## src/common/board_power_pkg.sv

```systemverilog
package board_power_pkg;

  // sequencer states
  typedef enum logic [2:0] {
    off,
    atx_wait,
    rail_step,
    pg_wait,
    on,
    fault
  } pwr_state_t;

  typedef logic [2:0]  rail_stage_t;      // rail steps released so far
  typedef logic [1:0]  power_cause_t;     // why the board is off
  typedef logic        wait_sel_t;        // timer length select
  typedef logic [11:0] timer_count_t;
  typedef logic [4:0]  debounce_count_t;

  // 2V5, 1V8, 1V5, 1V2, 1V0 and then the MGT group
  localparam rail_stage_t RAIL_STAGES = 3'd6;

  localparam power_cause_t CAUSE_NONE = 2'd0;  // never powered up
  localparam power_cause_t CAUSE_ATX  = 2'd1;  // ATX power-good timeout or loss
  localparam power_cause_t CAUSE_RAIL = 2'd2;  // rail power-good timeout or loss
  localparam power_cause_t CAUSE_USER = 2'd3;  // turned off by the button

  localparam wait_sel_t WAIT_STEP    = 1'b0;
  localparam wait_sel_t WAIT_TIMEOUT = 1'b1;

  // cycle counts, short enough for simulation
  localparam timer_count_t RAIL_STEP_CYCLES  = 12'd40;
  localparam timer_count_t PG_TIMEOUT_CYCLES = 12'd400;

  localparam debounce_count_t DEBOUNCE_CYCLES = 5'd16;

  // free-running LED blink counter
  localparam int BLINK_WIDTH      = 8;
  localparam int POWER_BLINK_BIT  = 5;  // fast blink, bad power-down
  localparam int ACTION_BLINK_BIT = 7;  // slow blink, board off

endpackage

```

## src/common/rail_ctrl_if.sv

```systemverilog
`timescale 1ns/1ps

interface rail_ctrl_if;
  import board_power_pkg::*;

  logic        atx_on;      // ATX supply requested
  rail_stage_t rail_stage;  // number of released rail steps
  logic        atx_good;    // synchronized ATX power-good
  logic        rails_good;  // all released rails report good

  modport seq (
    output atx_on, rail_stage,
    input  atx_good, rails_good
  );

  modport drv (
    input  atx_on, rail_stage,
    output atx_good, rails_good
  );

endinterface

```

## src/design/button_debouncer.sv

```systemverilog
`timescale 1ns/1ps

module button_debouncer (
  input  logic gclk40,
  input  logic reset_i,
  input  logic button_n_i,
  output logic press_o
);
  import board_power_pkg::*;

  logic [1:0]      sync_q;    // two-flop synchronizer
  logic            stable_q;  // debounced level, active low
  debounce_count_t count_q;
  logic            changing;
  logic            settled;

  assign changing = (sync_q[1] != stable_q);
  assign settled  = changing && (count_q == DEBOUNCE_CYCLES);

  always_ff @(posedge gclk40) begin
    if (reset_i) begin
      sync_q <= 2'b11;  // button released
    end else begin
      sync_q <= {sync_q[0], button_n_i};
    end
  end

  always_ff @(posedge gclk40) begin
    if (reset_i) begin
      stable_q <= 1'b1;
      count_q  <= '0;
      press_o  <= 1'b0;
    end else begin
      press_o <= settled && !sync_q[1];  // stable falling edge only
      if (settled) begin
        stable_q <= sync_q[1];
        count_q  <= '0;
      end else if (changing) begin
        count_q <= count_q + 1'b1;
      end else begin
        count_q <= '0;  // bounce back to the old level restarts the count
      end
    end
  end

endmodule

```

## src/power/sequence_timer.sv

```systemverilog
`timescale 1ns/1ps

module sequence_timer (
  input  logic                       gclk40,
  input  logic                       reset_i,
  input  logic                       start_i,
  input  board_power_pkg::wait_sel_t wait_sel_i,
  output logic                       expired_o
);
  import board_power_pkg::*;

  timer_count_t count_q;
  timer_count_t load_value;
  logic         running_q;

  assign load_value = (wait_sel_i == WAIT_TIMEOUT) ? PG_TIMEOUT_CYCLES : RAIL_STEP_CYCLES;

  // a start in the same cycle hides a stale expiry
  assign expired_o = running_q && (count_q == timer_count_t'(1)) && !start_i;

  always_ff @(posedge gclk40) begin
    if (reset_i) begin
      running_q <= 1'b0;
    end else if (start_i) begin
      running_q <= 1'b1;
    end else if (expired_o) begin
      running_q <= 1'b0;  // idle until the next start
    end
  end

  always_ff @(posedge gclk40) begin
    if (start_i) begin
      count_q <= load_value;
    end else if (running_q) begin
      count_q <= count_q - 1'b1;
    end
  end

endmodule

```

## src/power/power_sequencer.sv

```systemverilog
`timescale 1ns/1ps

module power_sequencer (
  input  logic                          gclk40,
  input  logic                          reset_i,
  input  logic                          press_i,
  input  logic                          expired_i,
  rail_ctrl_if.seq                      rail,
  output logic                          timer_start_o,
  output board_power_pkg::wait_sel_t    timer_sel_o,
  output logic                          power_ok_o,
  output board_power_pkg::power_cause_t cause_o
);
  import board_power_pkg::*;

  pwr_state_t   state_q;
  pwr_state_t   state_d;
  rail_stage_t  stage_q;
  logic         stage_inc;
  logic         atx_on_q;
  power_cause_t cause_q;
  power_cause_t cause_d;
  logic         start_q;
  logic         start_d;
  wait_sel_t    sel_q;
  wait_sel_t    sel_d;
  logic         powered_d;

  // next state and the timer request that goes with it
  always_comb begin
    state_d   = state_q;
    cause_d   = cause_q;
    stage_inc = 1'b0;
    start_d   = 1'b0;
    sel_d     = sel_q;
    case (state_q)
      off, fault: begin
        if (press_i) begin
          state_d = atx_wait;
          start_d = 1'b1;
          sel_d   = WAIT_TIMEOUT;
        end
      end
      atx_wait: begin
        if (rail.atx_good) begin
          state_d = rail_step;
          start_d = 1'b1;
          sel_d   = WAIT_STEP;
        end else if (expired_i) begin
          state_d = fault;
          cause_d = CAUSE_ATX;
        end
      end
      rail_step: begin
        if (!rail.atx_good) begin
          state_d = fault;
          cause_d = CAUSE_ATX;
        end else if (expired_i) begin
          stage_inc = 1'b1;
          start_d   = 1'b1;
          if (stage_q == RAIL_STAGES - 3'd1) begin
            state_d = pg_wait;  // last step, MGT group released
            sel_d   = WAIT_TIMEOUT;
          end else begin
            sel_d = WAIT_STEP;
          end
        end
      end
      pg_wait: begin
        if (!rail.atx_good) begin
          state_d = fault;
          cause_d = CAUSE_ATX;
        end else if (rail.rails_good) begin
          state_d = on;
        end else if (expired_i) begin
          state_d = fault;
          cause_d = CAUSE_RAIL;
        end
      end
      on: begin
        if (!rail.atx_good) begin
          state_d = fault;
          cause_d = CAUSE_ATX;
        end else if (!rail.rails_good) begin
          state_d = fault;
          cause_d = CAUSE_RAIL;
        end else if (press_i) begin
          state_d = off;
          cause_d = CAUSE_USER;
        end
      end
      default: begin
        state_d = off;
      end
    endcase
  end

  assign powered_d = (state_d != off) && (state_d != fault);

  always_ff @(posedge gclk40) begin
    if (reset_i) begin
      state_q  <= off;
      stage_q  <= '0;
      atx_on_q <= 1'b0;
      cause_q  <= CAUSE_NONE;
      start_q  <= 1'b0;
      sel_q    <= WAIT_STEP;
    end else begin
      state_q  <= state_d;
      atx_on_q <= powered_d;
      cause_q  <= cause_d;
      start_q  <= start_d;
      sel_q    <= sel_d;
      if (!powered_d) begin
        stage_q <= '0;  // drop all rails together with ATX
      end else if (stage_inc) begin
        stage_q <= stage_q + 1'b1;
      end
    end
  end

  assign rail.atx_on     = atx_on_q;
  assign rail.rail_stage = stage_q;
  assign timer_start_o   = start_q;
  assign timer_sel_o     = sel_q;
  assign power_ok_o      = (state_q == on);
  assign cause_o         = cause_q;

endmodule

```

## src/power/rail_driver.sv

```systemverilog
`timescale 1ns/1ps

module rail_driver (
  input  logic       gclk40,
  input  logic       reset_i,
  input  logic       atx_pwr_ok_i,
  input  logic       aux_3v3_pg_i,
  input  logic [2:0] mgt_pg_i,
  rail_ctrl_if.drv   rail,
  output logic       atx_ps_on_n_o,
  output logic       atx_load_res_off_o,
  output logic       track_2v5_o,
  output logic [4:0] inhibit_o,  // bit 0 is 2V5 through bit 4 for 1V0
  output logic [2:0] mgt_en_o
);
  import board_power_pkg::*;

  logic [4:0] pg_meta_q;  // {mgt, aux_3v3, atx}
  logic [4:0] pg_sync_q;
  logic       atx_ok;
  logic       aux_ok;
  logic [2:0] mgt_ok;
  logic       mgt_released;

  always_ff @(posedge gclk40) begin
    if (reset_i) begin
      pg_meta_q <= '0;
      pg_sync_q <= '0;
    end else begin
      pg_meta_q <= {mgt_pg_i, aux_3v3_pg_i, atx_pwr_ok_i};
      pg_sync_q <= pg_meta_q;
    end
  end

  assign atx_ok       = pg_sync_q[0];
  assign aux_ok       = pg_sync_q[1];
  assign mgt_ok       = pg_sync_q[4:2];
  assign mgt_released = (rail.rail_stage == RAIL_STAGES);

  assign rail.atx_good   = atx_ok;
  assign rail.rails_good = aux_ok && (!mgt_released || (&mgt_ok));

  always_ff @(posedge gclk40) begin
    if (reset_i) begin
      atx_ps_on_n_o      <= 1'b1;
      atx_load_res_off_o <= 1'b0;
      track_2v5_o        <= 1'b0;
      inhibit_o          <= '1;
      mgt_en_o           <= '0;
    end else begin
      atx_ps_on_n_o      <= !rail.atx_on;
      atx_load_res_off_o <= rail.atx_on;  // load resistor out while ATX is on
      track_2v5_o        <= (rail.rail_stage != '0);
      for (int k = 0; k < $bits(inhibit_o); k++) begin
        inhibit_o[k] <= !(rail.rail_stage > k);
      end
      mgt_en_o <= {3{mgt_released}};
    end
  end

endmodule

```

## src/design/status_led.sv

```systemverilog
`timescale 1ns/1ps

module status_led (
  input  logic                          gclk40,
  input  logic                          reset_i,
  input  logic                          power_ok_i,
  input  board_power_pkg::power_cause_t cause_i,
  output logic [1:0]                    chs_led_n_o
);
  import board_power_pkg::*;

  logic [BLINK_WIDTH-1:0] blink_q;
  logic                   bad_power_down;
  logic                   power_led;
  logic                   action_led;

  always_ff @(posedge gclk40) begin
    if (reset_i) begin
      blink_q <= '0;
    end else begin
      blink_q <= blink_q + 1'b1;
    end
  end

  assign bad_power_down = (cause_i == CAUSE_ATX) || (cause_i == CAUSE_RAIL);

  // solid when powered, fast blink after a supply fault
  always_comb begin
    if (power_ok_i) begin
      power_led = 1'b1;
    end else if (bad_power_down) begin
      power_led = blink_q[POWER_BLINK_BIT];
    end else begin
      power_led = 1'b0;
    end
  end

  assign action_led = power_ok_i ? 1'b1 : blink_q[ACTION_BLINK_BIT];  // slow blink while off

  assign chs_led_n_o = ~{action_led, power_led};  // LEDs are active low

endmodule

```

## src/design/board_power_top.sv

```systemverilog
`timescale 1ns/1ps

module board_power_top (
  input  logic                          gclk40,
  input  logic                          reset_i,
  input  logic                          chs_powerdown_n_i,
  input  logic                          atx_pwr_ok_i,
  input  logic                          aux_3v3_pg_i,
  input  logic [2:0]                    mgt_pg_i,
  output logic                          atx_ps_on_n_o,
  output logic                          atx_load_res_off_o,
  output logic                          track_2v5_o,
  output logic [4:0]                    inhibit_o,
  output logic [2:0]                    mgt_en_o,
  output logic                          power_ok_o,
  output board_power_pkg::power_cause_t power_cause_o,
  output logic [1:0]                    chs_led_n_o
);
  import board_power_pkg::*;

  logic      press;
  logic      timer_start;
  wait_sel_t timer_sel;
  logic      timer_expired;

  rail_ctrl_if rail_if ();

  button_debouncer button_debouncer_inst (
    .gclk40     (gclk40),
    .reset_i    (reset_i),
    .button_n_i (chs_powerdown_n_i),
    .press_o    (press)
  );

  sequence_timer sequence_timer_inst (
    .gclk40     (gclk40),
    .reset_i    (reset_i),
    .start_i    (timer_start),
    .wait_sel_i (timer_sel),
    .expired_o  (timer_expired)
  );

  power_sequencer power_sequencer_inst (
    .gclk40        (gclk40),
    .reset_i       (reset_i),
    .press_i       (press),
    .expired_i     (timer_expired),
    .rail          (rail_if.seq),
    .timer_start_o (timer_start),
    .timer_sel_o   (timer_sel),
    .power_ok_o    (power_ok_o),
    .cause_o       (power_cause_o)
  );

  rail_driver rail_driver_inst (
    .gclk40             (gclk40),
    .reset_i            (reset_i),
    .atx_pwr_ok_i       (atx_pwr_ok_i),
    .aux_3v3_pg_i       (aux_3v3_pg_i),
    .mgt_pg_i           (mgt_pg_i),
    .rail               (rail_if.drv),
    .atx_ps_on_n_o      (atx_ps_on_n_o),
    .atx_load_res_off_o (atx_load_res_off_o),
    .track_2v5_o        (track_2v5_o),
    .inhibit_o          (inhibit_o),
    .mgt_en_o           (mgt_en_o)
  );

  status_led status_led_inst (
    .gclk40      (gclk40),
    .reset_i     (reset_i),
    .power_ok_i  (power_ok_o),
    .cause_i     (power_cause_o),
    .chs_led_n_o (chs_led_n_o)
  );

endmodule

```

## config.mk

```make
export PLATFORM = sky130hd
export DESIGN_NAME = board_power_top
export DESIGN_NICKNAME = d
export VERILOG_FILES = /design/src/common/board_power_pkg.sv /design/src/common/rail_ctrl_if.sv /design/src/design/button_debouncer.sv /design/src/power/sequence_timer.sv /design/src/power/power_sequencer.sv /design/src/power/rail_driver.sv /design/src/design/status_led.sv /design/src/design/board_power_top.sv
export SDC_FILE = /design/constraint.sdc
export NUM_CORES = 1
export LEC_CHECK = 0
export ABC_AREA = 1
export BUFFER_PORTS_ARGS = -buffer_cell sky130_fd_sc_hd__buf_2
export CAP_MARGIN = 0
export CORE_MARGIN = 3
export CORE_UTILIZATION = 60
export DETAILED_ROUTE_END_ITERATION = 10
export PLACE_DENSITY = 0.9
export SETUP_SLACK_MARGIN = 0.15
export SYNTH_ARGS = -nofsm -noshare
export SYNTH_HDL_FRONTEND = slang
export SYNTH_SLANG_ARGS = --single-unit
```

## constraint.sdc

```tcl
create_clock -name gclk40 -period 3.7 [get_ports gclk40]
set_input_delay 0.555 -clock gclk40 [delete_from_list [all_inputs] [get_ports gclk40]]
set_output_delay 0.555 -clock gclk40 [all_outputs]
set_load 0.05 [all_outputs]
```

---- Word level (Yosys, flattened, before mapping) ----
Cells that the tools add are included.
word-level totals
  register bits after elaboration ......... 60
  output and inout bits ................... 16
  input port bits ......................... 8
  word-level logic and storage cells ...... 127
cells by class
  bitwise gates (word level) .............. 3
  multiplexer cells ....................... 42
  equality and inequality tests ........... 23
  $add $sub $neg .......................... 4
  magnitude comparators ................... 5
  reductions and logical operators ........ 30
operator list
  kind                                                number
  2-to-1 mux 3 bit                                    11
  2-to-1 mux 12 bit                                   2
  2-to-1 mux 2 bit                                    9
  2-to-1 mux 1 bit                                    15
  one-hot mux 3 bit (5 select lines)                  1
  == test 12 x 1 -> 1 bit, second input constant      1
  == test 3 bit, second input constant                4
  subtractor 12 x 1 -> 12 bit, second input constant  1
  zero test 1 bit                                     9
  2-to-1 mux 9 bit                                    1
  != test 3 bit, second input constant                3
  nonzero test 3 bit                                  3
  adder 8 x 1 -> 8 bit, second input constant         1
  != test 2 x 1 -> 1 bit, second input constant       4
  one-hot mux 2 bit (4 select lines)                  1
  AND reduction 7 bit                                 1
  == test 3 x 2 -> 1 bit, second input constant       2
  > comparator 3 x 1 -> 1 bit, second input constant  2
  > comparator 3 x 2 -> 1 bit, second input constant  2
  logical AND 1 bit                                   6
  != test 2 bit, second input constant                3
  one-hot mux 1 bit (3 select lines)                  2
  adder 5 x 1 -> 5 bit, second input constant         1
  == test 5 bit, second input constant                1
  other kinds (17)                                    21

---- Logic depth before layout (Yosys ltp) ----
Gate-level depths: netlist of run 1.
  depth in word-level cells ............... 11
  depth in mapped cells ................... 14
  depth with buffers taken out ............ 14

---- Hierarchy ----
From an unflattened synthesis of run 1, not the netlist that was laid out.
unflattened totals
  cell total of the unflattened synthesis .. 364
  area, all modules ....................... 2,788.9 µm²
modules (own cells, without submodules)
  module            area an instance (µm²)  sequential area each (µm²)  instances  cells an instance
  sequence_timer    782.0                   380.4                       1          96
  power_sequencer   699.4                   220.2                       1          110
  rail_driver       565.5                   380.4                       1          61
  button_debouncer  382.9                   180.2                       1          48
  status_led        359.1                   160.2                       1          49

---- Least setup slack after synthesis of run 1 ----
No wires, ideal clock.
  path type ............................... register to output
  start ................................... reg power_sequencer_inst.cause_q[1] (netlist: power_sequencer_inst.cause_o[1])
  end ..................................... out chs_led_n_o[0]
  path buffers ............................ 0
  stages on the path, launching flop included .. 3
  data required time ...................... 3.145 ns
  setup slack ............................. 1.578 ns
  arrival time ............................ 1.567 ns
  cell sequence ........................... dfxtp_1 nand2_1 a21oi_1
between the ends
  word-level cells in the longest chain between the ends .. 5
RTL lines
  item                                                            line                    source
  start, declared                                                 power_sequencer.sv:21   power_cause_t cause_q;
  start signal, assigned                                          power_sequencer.sv:111  cause_q <= cause_d;
  == test 2 x 1 -> 1 bit / == test 2 bit (equally long branches)  status_led.sv:25        assign bad_power_down = (cause_i == CAUSE_ATX) || (cause_i == CAUSE_RAIL);
  logical OR 1 bit *                                              status_led.sv:25
  2-to-1 mux 1 bit *                                              status_led.sv:31        end else if (bad_power_down) begin
  2-to-1 mux 1 bit *                                              status_led.sv:29        if (power_ok_i) begin
  inverter 2 bit *                                                status_led.sv:40        assign chs_led_n_o = ~{action_led, power_led};
  end, declared                                                   board_power_top.sv:17   output logic [1:0] chs_led_n_o
Mark *: on every way between the ends. The rest lies on a longest branch, timed or not.

---- Worst setup path in the final report of run 1 ----
  start ................................... reg power_sequencer_inst.state_q[0]
  end ..................................... out chs_led_n_o[0]
between the ends
  word-level cells in the longest chain between the ends .. 3
RTL lines
  item                    line                    source
  start, declared         power_sequencer.sv:16   pwr_state_t state_q;
  start signal, assigned  power_sequencer.sv:109  state_q <= state_d;
  == test 3 bit           power_sequencer.sv:126  assign power_ok_o = (state_q == on);
  2-to-1 mux 1 bit        status_led.sv:29
  inverter 2 bit          status_led.sv:40
Every way passes these cells.

==> insert_results.sql, run 1 <==
INSERT INTO impl_metrics (metric_group, metric, value, unit) VALUES
('outcome', 'status', 'finished, final reports clean', ''),
('worst_setup_path', 'cp-start-kind', 'flip-flop', ''),
('place', 'dp.final_hpwl', '3660', 'um'),
('finish', 'most-common-layout-cells', 'sky130_fd_sc_hd__nor2_1 (59), sky130_fd_sc_hd__inv_1 (48), sky130_fd_sc_hd__dfxtp_1 (48)', ''),
('global_routing', 'global_route.usage.met3', '0.0547', ''),
('synth', 'synth_area_leaders', 'sky130_fd_sc_hd__dfxtp_1 (35%), sky130_fd_sc_hd__edfxtp_1 (13%), sky130_fd_sc_hd__nor2_1 (8.2%), sky130_fd_sc_hd__inv_1 (6.6%), sky130_fd_sc_hd__nand2_1 (6.4%)', ''),
('finish', 'multiInputGateArea', '0.00113', 'mm^2'),
('worst_setup_path', 'path_class', 'reg2out', ''),
('finish', 'drive_above_1_share', '0.188', ''),
('timing', 'tightestPinTransition', '474', 'ps'),
('place', 'place_congestion', '0.867', ''),
('synth', 'netlist_area', '0.00272', 'mm^2'),
('clock_network', 'clk_latency', '330', 'ps'),
('finish', 'antenna_diodes', '0', ''),
('worst_setup_path', 'required', '3140', 'ps'),
('routing', 'initialDrtViolationCount', '175', ''),
('clock_network', 'post_cts_resize_count', '0', ''),
('synth', 'synth_compound_gate_area_share', '0.0843', ''),
('timing', 'finalWorstPathRequiredPeriod', '2040', 'ps'),
('synth', 'synth_top_family_by_area', 'simple AND/OR/NAND/NOR gates', ''),
('timing', 'grt_setup_unrepaired', 'false', ''),
('global_routing', 'grt_max_degree', '28', ''),
('worst_setup_path', 'largest_fanout_on_the_critical_path', '6', ''),
('routing', 'detail_route.drc_violations', '0', ''),
('worst_setup_path', 'critical_path.endpoint_type', 'output pin', ''),
('finish', 'final_common_cell', 'sky130_fd_sc_hd__nor2_1', ''),
('synth', 'syn-mean-instance-area', '7.97', 'um^2'),
('timing', 'post-route-worst-setup-slack', '1660', 'ps'),
('clock_network', 'ctsHoldBuffers', '0', ''),
('finish', 'final_design_area_no_fill', '0.00305', 'mm^2'),
('worst_hold_path', 'min_from', 'rail_driver_inst.pg_meta_q[4]', ''),
('routing', 'routedWlPerCell', '11.9', 'um'),
('synth', 'yosysWarnings', '0', ''),
('finish', 'filler_cell_count', '292', ''),
('global_routing', 'grt_pass1_vias', '2042', ''),
('worst_hold_path', 'hold_path.class', 'reg2reg', ''),
('place', 'placement.io_buffers', '23', ''),
('die', 'fp.dieH', '73.3', 'um'),
('die', 'die_x', '73.3', 'um'),
('timing', 'timing_max_transition_violations_final', '0', ''),
('synth', 'async_reset_ff_frac', '0', ''),
('power_and_ir_drop', 'leakagePower', '1.35', 'nW'),
('global_routing', 'wire_length_of_the_first_global_routing_pass', '8660', 'um'),
('synth', 'synth_xor_area_frac', '0.0226', ''),
('synth', 'yosysUniqueCellTypes', '35', ''),
('clock_network', 'htreeDepth', '3', ''),
('routing', 'detail-route-antenna-nets', '0', ''),
('timing', 'total_count_of_hold_check_failures_in_the_final_report', '0', ''),
('routing', 'vias', '2197', ''),
('place', 'dpl-instance-area', '0.00285', 'mm^2'),
('global_routing', 'grt.busiest_layer', 'met2', ''),
('timing', 'final.period_utilization', '0.551', ''),
('clock_network', 'cts-root-to-sink-buffers', '2', ''),
('clock_network', 'postCtsSetupBuffers', '0', ''),
('place', 'dpl_worst_slack', '1820', 'ps'),
('synth', 'synth_top_area_cell', 'sky130_fd_sc_hd__dfxtp_1', ''),
('finish', 'finalNetCount', '385', ''),
('worst_setup_path', 'startpoint', 'power_sequencer_inst.state_q[0]', ''),
('synth', 'ys_ff_latch', '60', ''),
('routing', 'routed_wirelength', '5030', 'um'),
('timing', 'max_clock_freq', '0.491', 'GHz'),
('synth', 'synthSimpleGateAreaFrac', '0.260', ''),
('timing', 'setup-violations-final', '0', ''),
('synth', 'synth_seq_area_share', '0.486', ''),
('synth', 'syn-num-nets', '359', ''),
('synth', 'synth.mux.area_fraction', '0.00415', ''),
('timing', 'setup_tns', '0', 'ps'),
('finish', 'layout.area.seq', '0.00132', 'mm^2'),
('global_routing', 'overflow_left_after_global_routing', '0', ''),
('global_routing', 'grtUsageMet2', '0.346', ''),
('synth', 'synthDominantCellAreaShare', '0.354', '');
cell families (layout without fill, tap and decap cells):
family	count (synthesis)	after routing
simple gates	156	156
buf+inv	66	97
flops	60	60
compound gates	41	41
fa+ha+maj	10	10
xor+xnor	7	7
mux	1	1
power breakdown:
part / total [mW] / internal, mW / leakage (nW) / switching [mW]
logic: 0.321 / 0.0932 / 0.747 / 0.228
clock network: 0.563 / 0.319 / 0.105 / 0.245
registers: 0.727 / 0.701 / 0.499 / 0.0262
total: 1.61 / 1.11 / 1.35 / 0.499
flip-flops by register name, summed over array words and instances, names as in the netlist:
signal / flops
button_debouncer_inst.sync_q: 2
rail_driver_inst.pg_meta_q: 5
sequence_timer_inst.count_q: 12
power_sequencer_inst.state_q: 3
status_led_inst.blink_q: 8
rail_driver_inst.inhibit_o: 5
power_sequencer_inst.rail.rail_stage: 3
button_debouncer_inst.press_o: 1
power_sequencer_inst.cause_o: 2
rail_driver_inst.pg_sync_q: 5
button_debouncer_inst.count_q: 5
rail_driver_inst.mgt_en_o: 1
button_debouncer_inst.stable_q: 1
rail_driver_inst.atx_load_res_off_o: 1
rail_driver_inst.atx_ps_on_n_o: 1
power_sequencer_inst.timer_start_o: 1
rail_driver_inst.track_2v5_o: 1
power_sequencer_inst.rail.atx_on: 1
sequence_timer_inst.running_q: 1
power_sequencer_inst.timer_sel_o: 1
layout make-up:
| type | count | share of cell area |
|---|---|---|
| sequential | 60 | 0.433 |
| multi-input combinational | 215 | 0.372 |
| inverter | 58 | 0.0722 |
| clock buffer | 13 | 0.0591 |
| timing repair buffer | 23 | 0.0378 |
| tap | 50 | 0.0205 |
| clock inverter | 3 | 0.00534 |
cell usage after synthesis (5+ instances only):
library cell and instances:
sky130_fd_sc_hd__o21ai_0 13, sky130_fd_sc_hd__nor2_1 59, sky130_fd_sc_hd__xor2_1 5, sky130_fd_sc_hd__dfxtp_1 48, sky130_fd_sc_hd__ha_1 10, sky130_fd_sc_hd__nand2_1 46
sky130_fd_sc_hd__edfxtp_1 12, sky130_fd_sc_hd__nor3_1 7, sky130_fd_sc_hd__inv_1 48, sky130_fd_sc_hd__inv_2 7, sky130_fd_sc_hd__nand3_1 19, sky130_fd_sc_hd__a21oi_1 16
sky130_fd_sc_hd__nand2_2 7
stage by stage:
stage / instances / hold WS (ps) / utilization / total power, mW
6_report: 422 / 400 / 0.730 / 1.61
5_1_grt: 422 / 405 / 0.730 / 1.69
4_1_cts: 422 / 397 / 0.730 / 1.62
3_5_place_dp: 406 / 393 / 0.683 / 1.06
3_3_place_gp: 406 / 391 / 0.683 / 1.05
2_1_floorplan: 341 / 370 / - / 0.996
worst paths after layout:
kind | end | slack [ps] | cells past startpoint
worst max-delay path | chs_led_n_o[0] | 1660 | 5
worst min-delay path | rail_driver_inst.pg_sync_q[4] | 400 | 2
worst max register to register | sequence_timer_inst.count_q[10] | 1760 | 9
worst min register to register | rail_driver_inst.pg_sync_q[4] | 400 | 2
routing by layer:
layer | vias to the layer above | part of all wire
met5 | - | 0
met4 | 0 | 0.017
met3 | 11 | 0.050
met2 | 60 | 0.48
met1 | 999 | 0.45
li1 | 1127 | -
critical path: stages (launching register included):
cell                      delay [ps]
sky130_fd_sc_hd__dfxtp_1         430
sky130_fd_sc_hd__inv_2            90
sky130_fd_sc_hd__nand3_1         150
sky130_fd_sc_hd__inv_2            90
sky130_fd_sc_hd__a21oi_1         110
sky130_fd_sc_hd__buf_2           270
No activity file was read; power rests on OpenSTA's default activity.
==> inputs of run 2 (changes only) <==
--- a/config.mk
+++ b/config.mk
@@ -9,9 +9,9 @@
 export BUFFER_PORTS_ARGS = -buffer_cell sky130_fd_sc_hd__buf_2
 export CAP_MARGIN = 0
 export CORE_MARGIN = 3
-export CORE_UTILIZATION = 60
+export CORE_UTILIZATION = 58
 export DETAILED_ROUTE_END_ITERATION = 10
-export PLACE_DENSITY = 0.9
+export PLACE_DENSITY = 0.88
 export SETUP_SLACK_MARGIN = 0.15
 export SYNTH_ARGS = -nofsm -noshare
 export SYNTH_HDL_FRONTEND = slang
==> constraint.sdc (replaced) <==
create_clock -name gclk40 -period 2.1 [get_ports gclk40]
set_input_delay 0.315 -clock gclk40 [delete_from_list [all_inputs] [get_ports gclk40]]
set_output_delay 0.315 -clock gclk40 [all_outputs]
set_load 0.05 [all_outputs]
==> insert_results.sql, run 2 (synthesized netlist as in run 1, its figures left out) <==
INSERT INTO impl_metrics (metric_group, metric, value, unit) VALUES
('outcome', 'status', 'finished, final reports clean', ''),
('timing', 'total_count_of_hold_check_failures_in_the_final_report', '0', ''),
('global_routing', 'wire_length_of_the_first_global_routing_pass', '8760', 'um'),
('worst_setup_path', 'worst_r2r_path_depth', '13', ''),
('routing', 'initialDrtViolationCount', '231', ''),
('routing', 'routedWlPerCell', '12.9', 'um'),
('finish', 'reg_top3', 'sequence_timer_inst.count_q (12), status_led_inst.blink_q (8)', ''),
('timing', 'max_clock_freq', '0.533', 'GHz'),
('finish', 'layout.area.seq', '0.00133', 'mm^2'),
('clock_network', 'cts.sink_count', '60', ''),
('timing', 'tightestPinTransition', '469', 'ps'),
('finish', 'finalNetCount', '390', ''),
('timing', 'final.period_utilization', '0.894', ''),
('finish', 'final_design_area_no_fill', '0.00314', 'mm^2'),
('finish', 'multiInputGateArea', '0.00115', 'mm^2'),
('place', 'dp.final_hpwl', '3730', 'um'),
('clock_network', 'htreeDepth', '3', ''),
('worst_setup_path', 'required', '1780', 'ps'),
('routing', 'detail-route-antenna-nets', '0', ''),
('finish', 'regMostFlops', 'sequence_timer_inst.count_q', ''),
('power_and_ir_drop', 'leakagePower', '1.38', 'nW'),
('clock_network', 'clkTransAtPathRegs', '70', 'ps'),
('die', 'initial_core_util', '0.611', ''),
('finish', 'drive_above_1_share', '0.212', ''),
('worst_setup_path', 'cp_data_arrival_time', '1560', 'ps'),
('die', 'std_cell_rows', '24', ''),
('die', 'dieArea', '0.00554', 'mm^2'),
('worst_setup_path', 'cp-start-kind', 'flip-flop', ''),
('worst_setup_path', 'crit_path_max_incr_delay', '460', 'ps'),
('die', 'io-pin-count', '24', ''),
('clock_network', 'clk_latency', '340', 'ps'),
('finish', 'fin_cells', '429', ''),
('routing', 'vias', '2283', ''),
('timing', 'timing_max_transition_violations_final', '0', ''),
('power_and_ir_drop', 'design_internal_power', '2.11', 'mW'),
('power_and_ir_drop', 'vdd.ir_drop.worst', '0.000676', 'V'),
('finish', 'filler_cell_count', '335', ''),
('global_routing', 'number_of_antenna_violations_at_the_first_check_in_global_routing', '0', ''),
('die', 'die_x', '74.4', 'um'),
('die', 'fp.dieH', '74.4', 'um'),
('clock_network', 'cts-root-to-sink-buffers', '2', ''),
('timing', 'grt_setup_unrepaired', 'true', ''),
('clock_network', 'tritoncts_clock_tree', 'yes', ''),
('timing', 'finalWorstPathRequiredPeriod', '1880', 'ps'),
('worst_hold_path', 'min_path_cells', '2', ''),
('place', 'place_congestion', '1.01', ''),
('clock_network', 'cts_inserted_buffers', '9', ''),
('job', 'drv_cap', '0', ''),
('global_routing', 'grt_max_degree', '27', ''),
('finish', 'layout_utilization', '0.706', ''),
('place', 'dpl-instance-area', '0.00288', 'mm^2'),
('finish', 'largest_register_ff_count', '12', ''),
('power_and_ir_drop', 'clock_network_fraction_of_total_power', '0.377', ''),
('worst_setup_path', 'path_class', 'reg2out', ''),
('worst_setup_path', 'crit_path_frequent_cell', 'sky130_fd_sc_hd__inv_2', ''),
('finish', 'antenna_diodes', '0', ''),
('timing', 'setup-violations-final', '0', ''),
('timing', 'skew', '5.42', 'ps'),
('finish', 'final_common_cell', 'sky130_fd_sc_hd__nor2_1', ''),
('power_and_ir_drop', 'netSwitchingPower', '936', 'uW'),
('place', 'placement.io_buffers', '23', ''),
('finish', 'most-common-layout-cells', 'sky130_fd_sc_hd__nor2_1 (56), sky130_fd_sc_hd__inv_1 (48), sky130_fd_sc_hd__dfxtp_1 (47)', ''),
('worst_setup_path', 'critical-path-slowest-cell', 'sky130_fd_sc_hd__dfxtp_1', ''),
('clock_network', 'cell_at_the_root_of_the_clock_tree', 'sky130_fd_sc_hd__clkbuf_8', ''),
('routing', 'routed_wirelength', '5520', 'um'),
('worst_setup_path', 'worstPathCellList', 'inv_2 > nand3_1 > inv_2 > a21oi_1 > buf_2', ''),
('global_routing', 'grt_pass1_vias', '2074', ''),
('global_routing', 'overflow_left_after_global_routing', '0', ''),
('routing', 'route.detailed.vias_per_inst', '5.32', ''),
('worst_setup_path', 'critical_path.endpoint_type', 'output pin', ''),
('die', 'design.core.area', '0.00444', 'mm^2'),
('power_and_ir_drop', 'seq_power_share', '0.420', ''),
('worst_hold_path', 'hold_path.class', 'in2reg', ''),
('timing', 'timing.max_slew.rel_slack', '0.687', ''),
('power_and_ir_drop', 'netSwitchingFraction', '0.307', ''),
('power_and_ir_drop', 'power_per_cell_area', '972', 'mW/mm^2'),
('power_and_ir_drop', 'post-layout-total-power', '3.05', 'mW'),
('routing', 'detail_route.first_pass.iterations', '6', ''),
('worst_setup_path', 'largest_fanout_on_the_critical_path', '6', ''),
('place', 'dpl.cell_count', '411', ''),
('finish', 'area.growth.synth_to_final', '15.5', '%'),
('global_routing', 'grt.total_usage', '0.210', ''),
('timing', 'setup_tns', '0', 'ps'),
('power_and_ir_drop', 'p_comb_frac', '0.203', ''),
('routing', 'detail_route.drc_violations', '0', '');
## run 2: cell count changes in the layout (fill, tap and decap cells not counted), sizes merged
cell / previous run / this run
buf: 23 / 28
clkinv: 4 / 2
bufinv: 0 / 1
clkbuf: 13 / 14
## run 2: layout make-up
type / count / share of cell area
Clock inverter: 2 / 0.0116
Tap cell: 52 / 0.0207
Inverter: 58 / 0.0702
Multi-Input combinational cell: 215 / 0.367
Clock buffer: 14 / 0.0590
Timing Repair Buffer: 28 / 0.0487
Sequential cell: 60 / 0.422
## run 2: critical path: cells and delay by family, from the launching register on
kind            cells  cell delay, ps
compound gates      1             110
buf+inv             3             480
flops               1             460
simple gates        1             170
## run 2: routing by layer
metal | routed length, um | vias to the layer above | track usage
met1 | 2350 | 1038 | 0.251
met5 | 0 | - | 0
met3 | 319 | 19 | 0.0486
li1 | - | 1141 | -
met4 | 182 | 0 | 0.130
met2 | 2670 | 85 | 0.342
## run 2: final timing paths
kind / start / end / slack, ps
max: power_sequencer_inst.state_q[0] / chs_led_n_o[0] / 220
min: chs_powerdown_n_i / button_debouncer_inst.sync_q[0] / 150
max reg2reg: power_sequencer_inst.rail.rail_stage[0] / power_sequencer_inst.rail.rail_stage[1] / 240
min reg2reg: power_sequencer_inst.rail.atx_on / rail_driver_inst.atx_ps_on_n_o / 400
## run 2: power groups by stage
| stage | Combinational [mW] | Clock [mW] | Sequential (mW) |
|---|---|---|---|
| final | 0.619 | 1.15 | 1.28 |
| after global routing | 0.685 | 1.19 | 1.29 |
| after CTS | 0.583 | 1.15 | 1.28 |
| after detailed placement | 0.570 | 0 | 1.30 |
| after global placement | 0.550 | 0 | 1.30 |
| after floorplan | 0.409 | 0 | 1.35 |
## run 2: repair_timing
| action | in CTS | in global routing |
|---|---|---|
| gates resized for setup | 0 | 8 |
| hold buffers | 0 | 0 |
| buffers inserted | 0 | 2 |
| setup endpoints to repair | 0 | 5 |
## run 2: stage by stage
stage	setup WS, ps	hold WS, ps
2_1_floorplan	218	370
3_5_place_dp	206	393
6_report	223	153
5_1_grt	121	173
4_1_cts	158	148
3_3_place_gp	380	388
==> inputs of run 3 (changes only) <==
--- a/config.mk
+++ b/config.mk
@@ -11,8 +11,10 @@
 export CORE_MARGIN = 3
 export CORE_UTILIZATION = 58
 export DETAILED_ROUTE_END_ITERATION = 10
+export MAX_ROUTING_LAYER = met4
 export PLACE_DENSITY = 0.88
 export SETUP_SLACK_MARGIN = 0.15
+export SLEW_MARGIN = 20
 export SYNTH_ARGS = -nofsm -noshare
 export SYNTH_HDL_FRONTEND = slang
 export SYNTH_SLANG_ARGS = --single-unit
==> constraint.sdc (replaced) <==
create_clock -name gclk40 -period 2.1 [get_ports gclk40]
set_input_delay 0.105 -clock gclk40 [delete_from_list [all_inputs] [get_ports gclk40]]
set_output_delay 0.105 -clock gclk40 [all_outputs]
set_load 0.05 [all_outputs]
==> insert_results.sql, run 3 (synthesized netlist as in run 1, its figures left out) <==
INSERT INTO impl_metrics (metric_group, metric, value, unit) VALUES
('die', 'design.core.area', '0.00444', 'mm^2'),
('timing', 'final.period_utilization', '0.859', ''),
('worst_setup_path', 'critical_path.endpoint_type', 'flip-flop', ''),
('global_routing', 'number_of_antenna_violations_at_the_first_check_in_global_routing', '0', ''),
('timing', 'total_count_of_hold_check_failures_in_the_final_report', '0', ''),
('timing', 'timing_max_transition_violations_final', '0', ''),
('clock_network', 'tritoncts_clock_tree', 'yes', ''),
('die', 'dieArea', '0.00554', 'mm^2'),
('timing', 'timing.max_slew.rel_slack', '0.690', ''),
('worst_setup_path', 'timing.rr.end', 'power_sequencer_inst.rail.rail_stage[2]', ''),
('die', 'die_x', '74.4', 'um'),
('worst_setup_path', 'path_class', 'reg2reg', ''),
('timing', 'tightestPinTransition', '465', 'ps'),
('worst_setup_path', 'cp-start-kind', 'flip-flop', ''),
('die', 'io-pin-count', '24', ''),
('finish', 'finalNetCount', '394', ''),
('timing', 'setup-violations-final', '0', ''),
('die', 'initial_core_util', '0.611', ''),
('timing', 'finalWorstPathRequiredPeriod', '1800', 'ps'),
('timing', 'max_clock_freq', '0.554', 'GHz'),
('power_and_ir_drop', 'clock_network_fraction_of_total_power', '0.339', ''),
('place', 'place_congestion', '0.974', ''),
('routing', 'routed_wirelength', '5300', 'um'),
('finish', 'reg_top3', 'sequence_timer_inst.count_q (12), status_led_inst.blink_q (8)', ''),
('worst_setup_path', 'critical_path.reg2reg.startpoint', 'power_sequencer_inst.rail.rail_stage[0]', ''),
('die', 'fp.dieH', '74.4', 'um'),
('finish', 'regMostFlops', 'sequence_timer_inst.count_q', ''),
('timing', 'skew', '8.88', 'ps'),
('outcome', 'status', 'finished, final reports clean', ''),
('clock_network', 'clk_latency', '340', 'ps'),
('power_and_ir_drop', 'vdd.ir_drop.worst', '0.000681', 'V'),
('finish', 'drive_above_1_share', '0.213', ''),
('worst_setup_path', 'worst_setup_path_endpoint', 'power_sequencer_inst.rail.rail_stage[2]', ''),
('power_and_ir_drop', 'netSwitchingPower', '922', 'uW'),
('job', 'drv_cap', '0', ''),
('finish', 'area.growth.synth_to_final', '15.8', '%'),
('clock_network', 'clkTransAtPathRegs', '70', 'ps'),
('global_routing', 'grt_pass1_vias', '1981', ''),
('place', 'placement.io_buffers', '23', ''),
('finish', 'largest_register_ff_count', '12', ''),
('finish', 'layout_utilization', '0.708', ''),
('global_routing', 'wire_length_of_the_first_global_routing_pass', '8480', 'um'),
('routing', 'detail_route.drc_violations', '0', ''),
('power_and_ir_drop', 'netSwitchingFraction', '0.327', ''),
('clock_network', 'htreeDepth', '3', ''),
('clock_network', 'cts-root-to-sink-buffers', '2', ''),
('power_and_ir_drop', 'power_per_cell_area', '897', 'mW/mm^2'),
('worst_setup_path', 'worst-r2r-setup-slack', '300', 'ps'),
('power_and_ir_drop', 'leakagePower', '1.38', 'nW'),
('place', 'dp.final_hpwl', '3620', 'um'),
('worst_setup_path', 'worst_r2r_path_depth', '14', ''),
('worst_setup_path', 'startpoint', 'power_sequencer_inst.rail.rail_stage[0]', ''),
('routing', 'detail_route.first_pass.iterations', '5', ''),
('global_routing', 'overflow_left_after_global_routing', '0', ''),
('die', 'std_cell_rows', '24', ''),
('finish', 'most-common-layout-cells', 'sky130_fd_sc_hd__nor2_1 (58), sky130_fd_sc_hd__inv_1 (48), sky130_fd_sc_hd__dfxtp_1 (47)', ''),
('timing', 'setup_tns', '0', 'ps'),
('routing', 'route.detailed.vias_per_inst', '5.14', ''),
('routing', 'initialDrtViolationCount', '174', ''),
('routing', 'routedWlPerCell', '12.2', 'um'),
('worst_setup_path', 'cp_data_arrival_time', '2080', 'ps'),
('power_and_ir_drop', 'design_internal_power', '1.90', 'mW'),
('worst_setup_path', 'largest_fanout_on_the_critical_path', '4', ''),
('worst_setup_path', 'required', '2370', 'ps'),
('finish', 'final_common_cell', 'sky130_fd_sc_hd__nor2_1', ''),
('global_routing', 'grt_max_degree', '27', ''),
('worst_hold_path', 'hold_path.class', 'in2reg', ''),
('power_and_ir_drop', 'seq_power_share', '0.453', ''),
('clock_network', 'cts_inserted_buffers', '9', ''),
('clock_network', 'cts.sink_count', '60', ''),
('routing', 'vias', '2226', ''),
('clock_network', 'cell_at_the_root_of_the_clock_tree', 'sky130_fd_sc_hd__clkbuf_8', ''),
('finish', 'antenna_diodes', '0', ''),
('routing', 'detail-route-antenna-nets', '0', ''),
('clock_network', 'postCtsSetupBuffers', '0', ''),
('global_routing', 'grt.total_usage', '0.209', ''),
('timing', 'grt_setup_unrepaired', 'false', ''),
('power_and_ir_drop', 'p_comb_frac', '0.207', '');
[run 3: power groups by stage]
stage | registers (mW) | clock network [mW] | logic [mW]
after floorplan | 1.35 | 0 | 0.409
after global placement | 1.30 | 0 | 0.551
after detailed placement | 1.30 | 0 | 0.563
after CTS | 1.28 | 0.983 | 0.578
after global routing | 1.28 | 1.02 | 0.654
final | 1.28 | 0.958 | 0.586
[run 3: worst max-delay path: stages (launching register included)]
cell and delay, ps:
sky130_fd_sc_hd__dfxtp_4 360, sky130_fd_sc_hd__inv_1 130, sky130_fd_sc_hd__ha_2 220, sky130_fd_sc_hd__nand2_2 70, sky130_fd_sc_hd__inv_2 70, sky130_fd_sc_hd__nand2_2 70, sky130_fd_sc_hd__nand2_2 110, sky130_fd_sc_hd__nand3_1 100
sky130_fd_sc_hd__nand2_1 100, sky130_fd_sc_hd__inv_1 50, sky130_fd_sc_hd__nor2_2 130, sky130_fd_sc_hd__nand2_1 60, sky130_fd_sc_hd__nand2_1 70, sky130_fd_sc_hd__nand2_2 80, sky130_fd_sc_hd__nor2_1 120
[run 3: worst min path at each step]
stage,from,end,slack [ps],cells after the start
floorplan,chs_powerdown_n_i,button_debouncer_inst.sync_q[0],210,1
global placement,chs_powerdown_n_i,button_debouncer_inst.sync_q[0],290,2
detailed placement,chs_powerdown_n_i,button_debouncer_inst.sync_q[0],290,2
CTS,reset_i,power_sequencer_inst.cause_o[1],210,3
global route,reset_i,power_sequencer_inst.cause_o[1],240,3
finish,reset_i,power_sequencer_inst.cause_o[1],220,3
[run 3: area by class of cell]
cell class                 instances  area (um^2)
fill                             330         1300
tap                               52         65.1
clock buffer                      11          151
inverter                          58          220
sequential                        60         1330
clock inverter                     5         33.8
multi-input combinational        215         1150
timing repair buffer              32          198
[run 3: metrics by stage]
step	hold WS (ps)	worst slack (ps)	power, mW	cells	cell area, um^2
after floorplan	209	428	1.75	341	2720
after CTS	210	177	2.84	433	3120
after detailed placement	292	247	1.87	411	2880
after global routing	243	152	2.96	433	3150
final	221	296	2.82	433	3150
after global placement	287	357	1.85	411	2880
[run 3: routing by layer]
metal  share of wire  global-route usage
met5               0                   -
met2            0.48               0.328
met3           0.053              0.0649
met4           0.017              0.0791
met1            0.45               0.251
[run 3: timing repair]
| action | 4_1_cts | 5_1_grt |
|---|---|---|
| hold endpoints to repair | 6 | 0 |
| hold buffers | 6 | 0 |
| endpoints found under the setup margin | 0 | 5 |
| resized for setup | 0 | 8 |
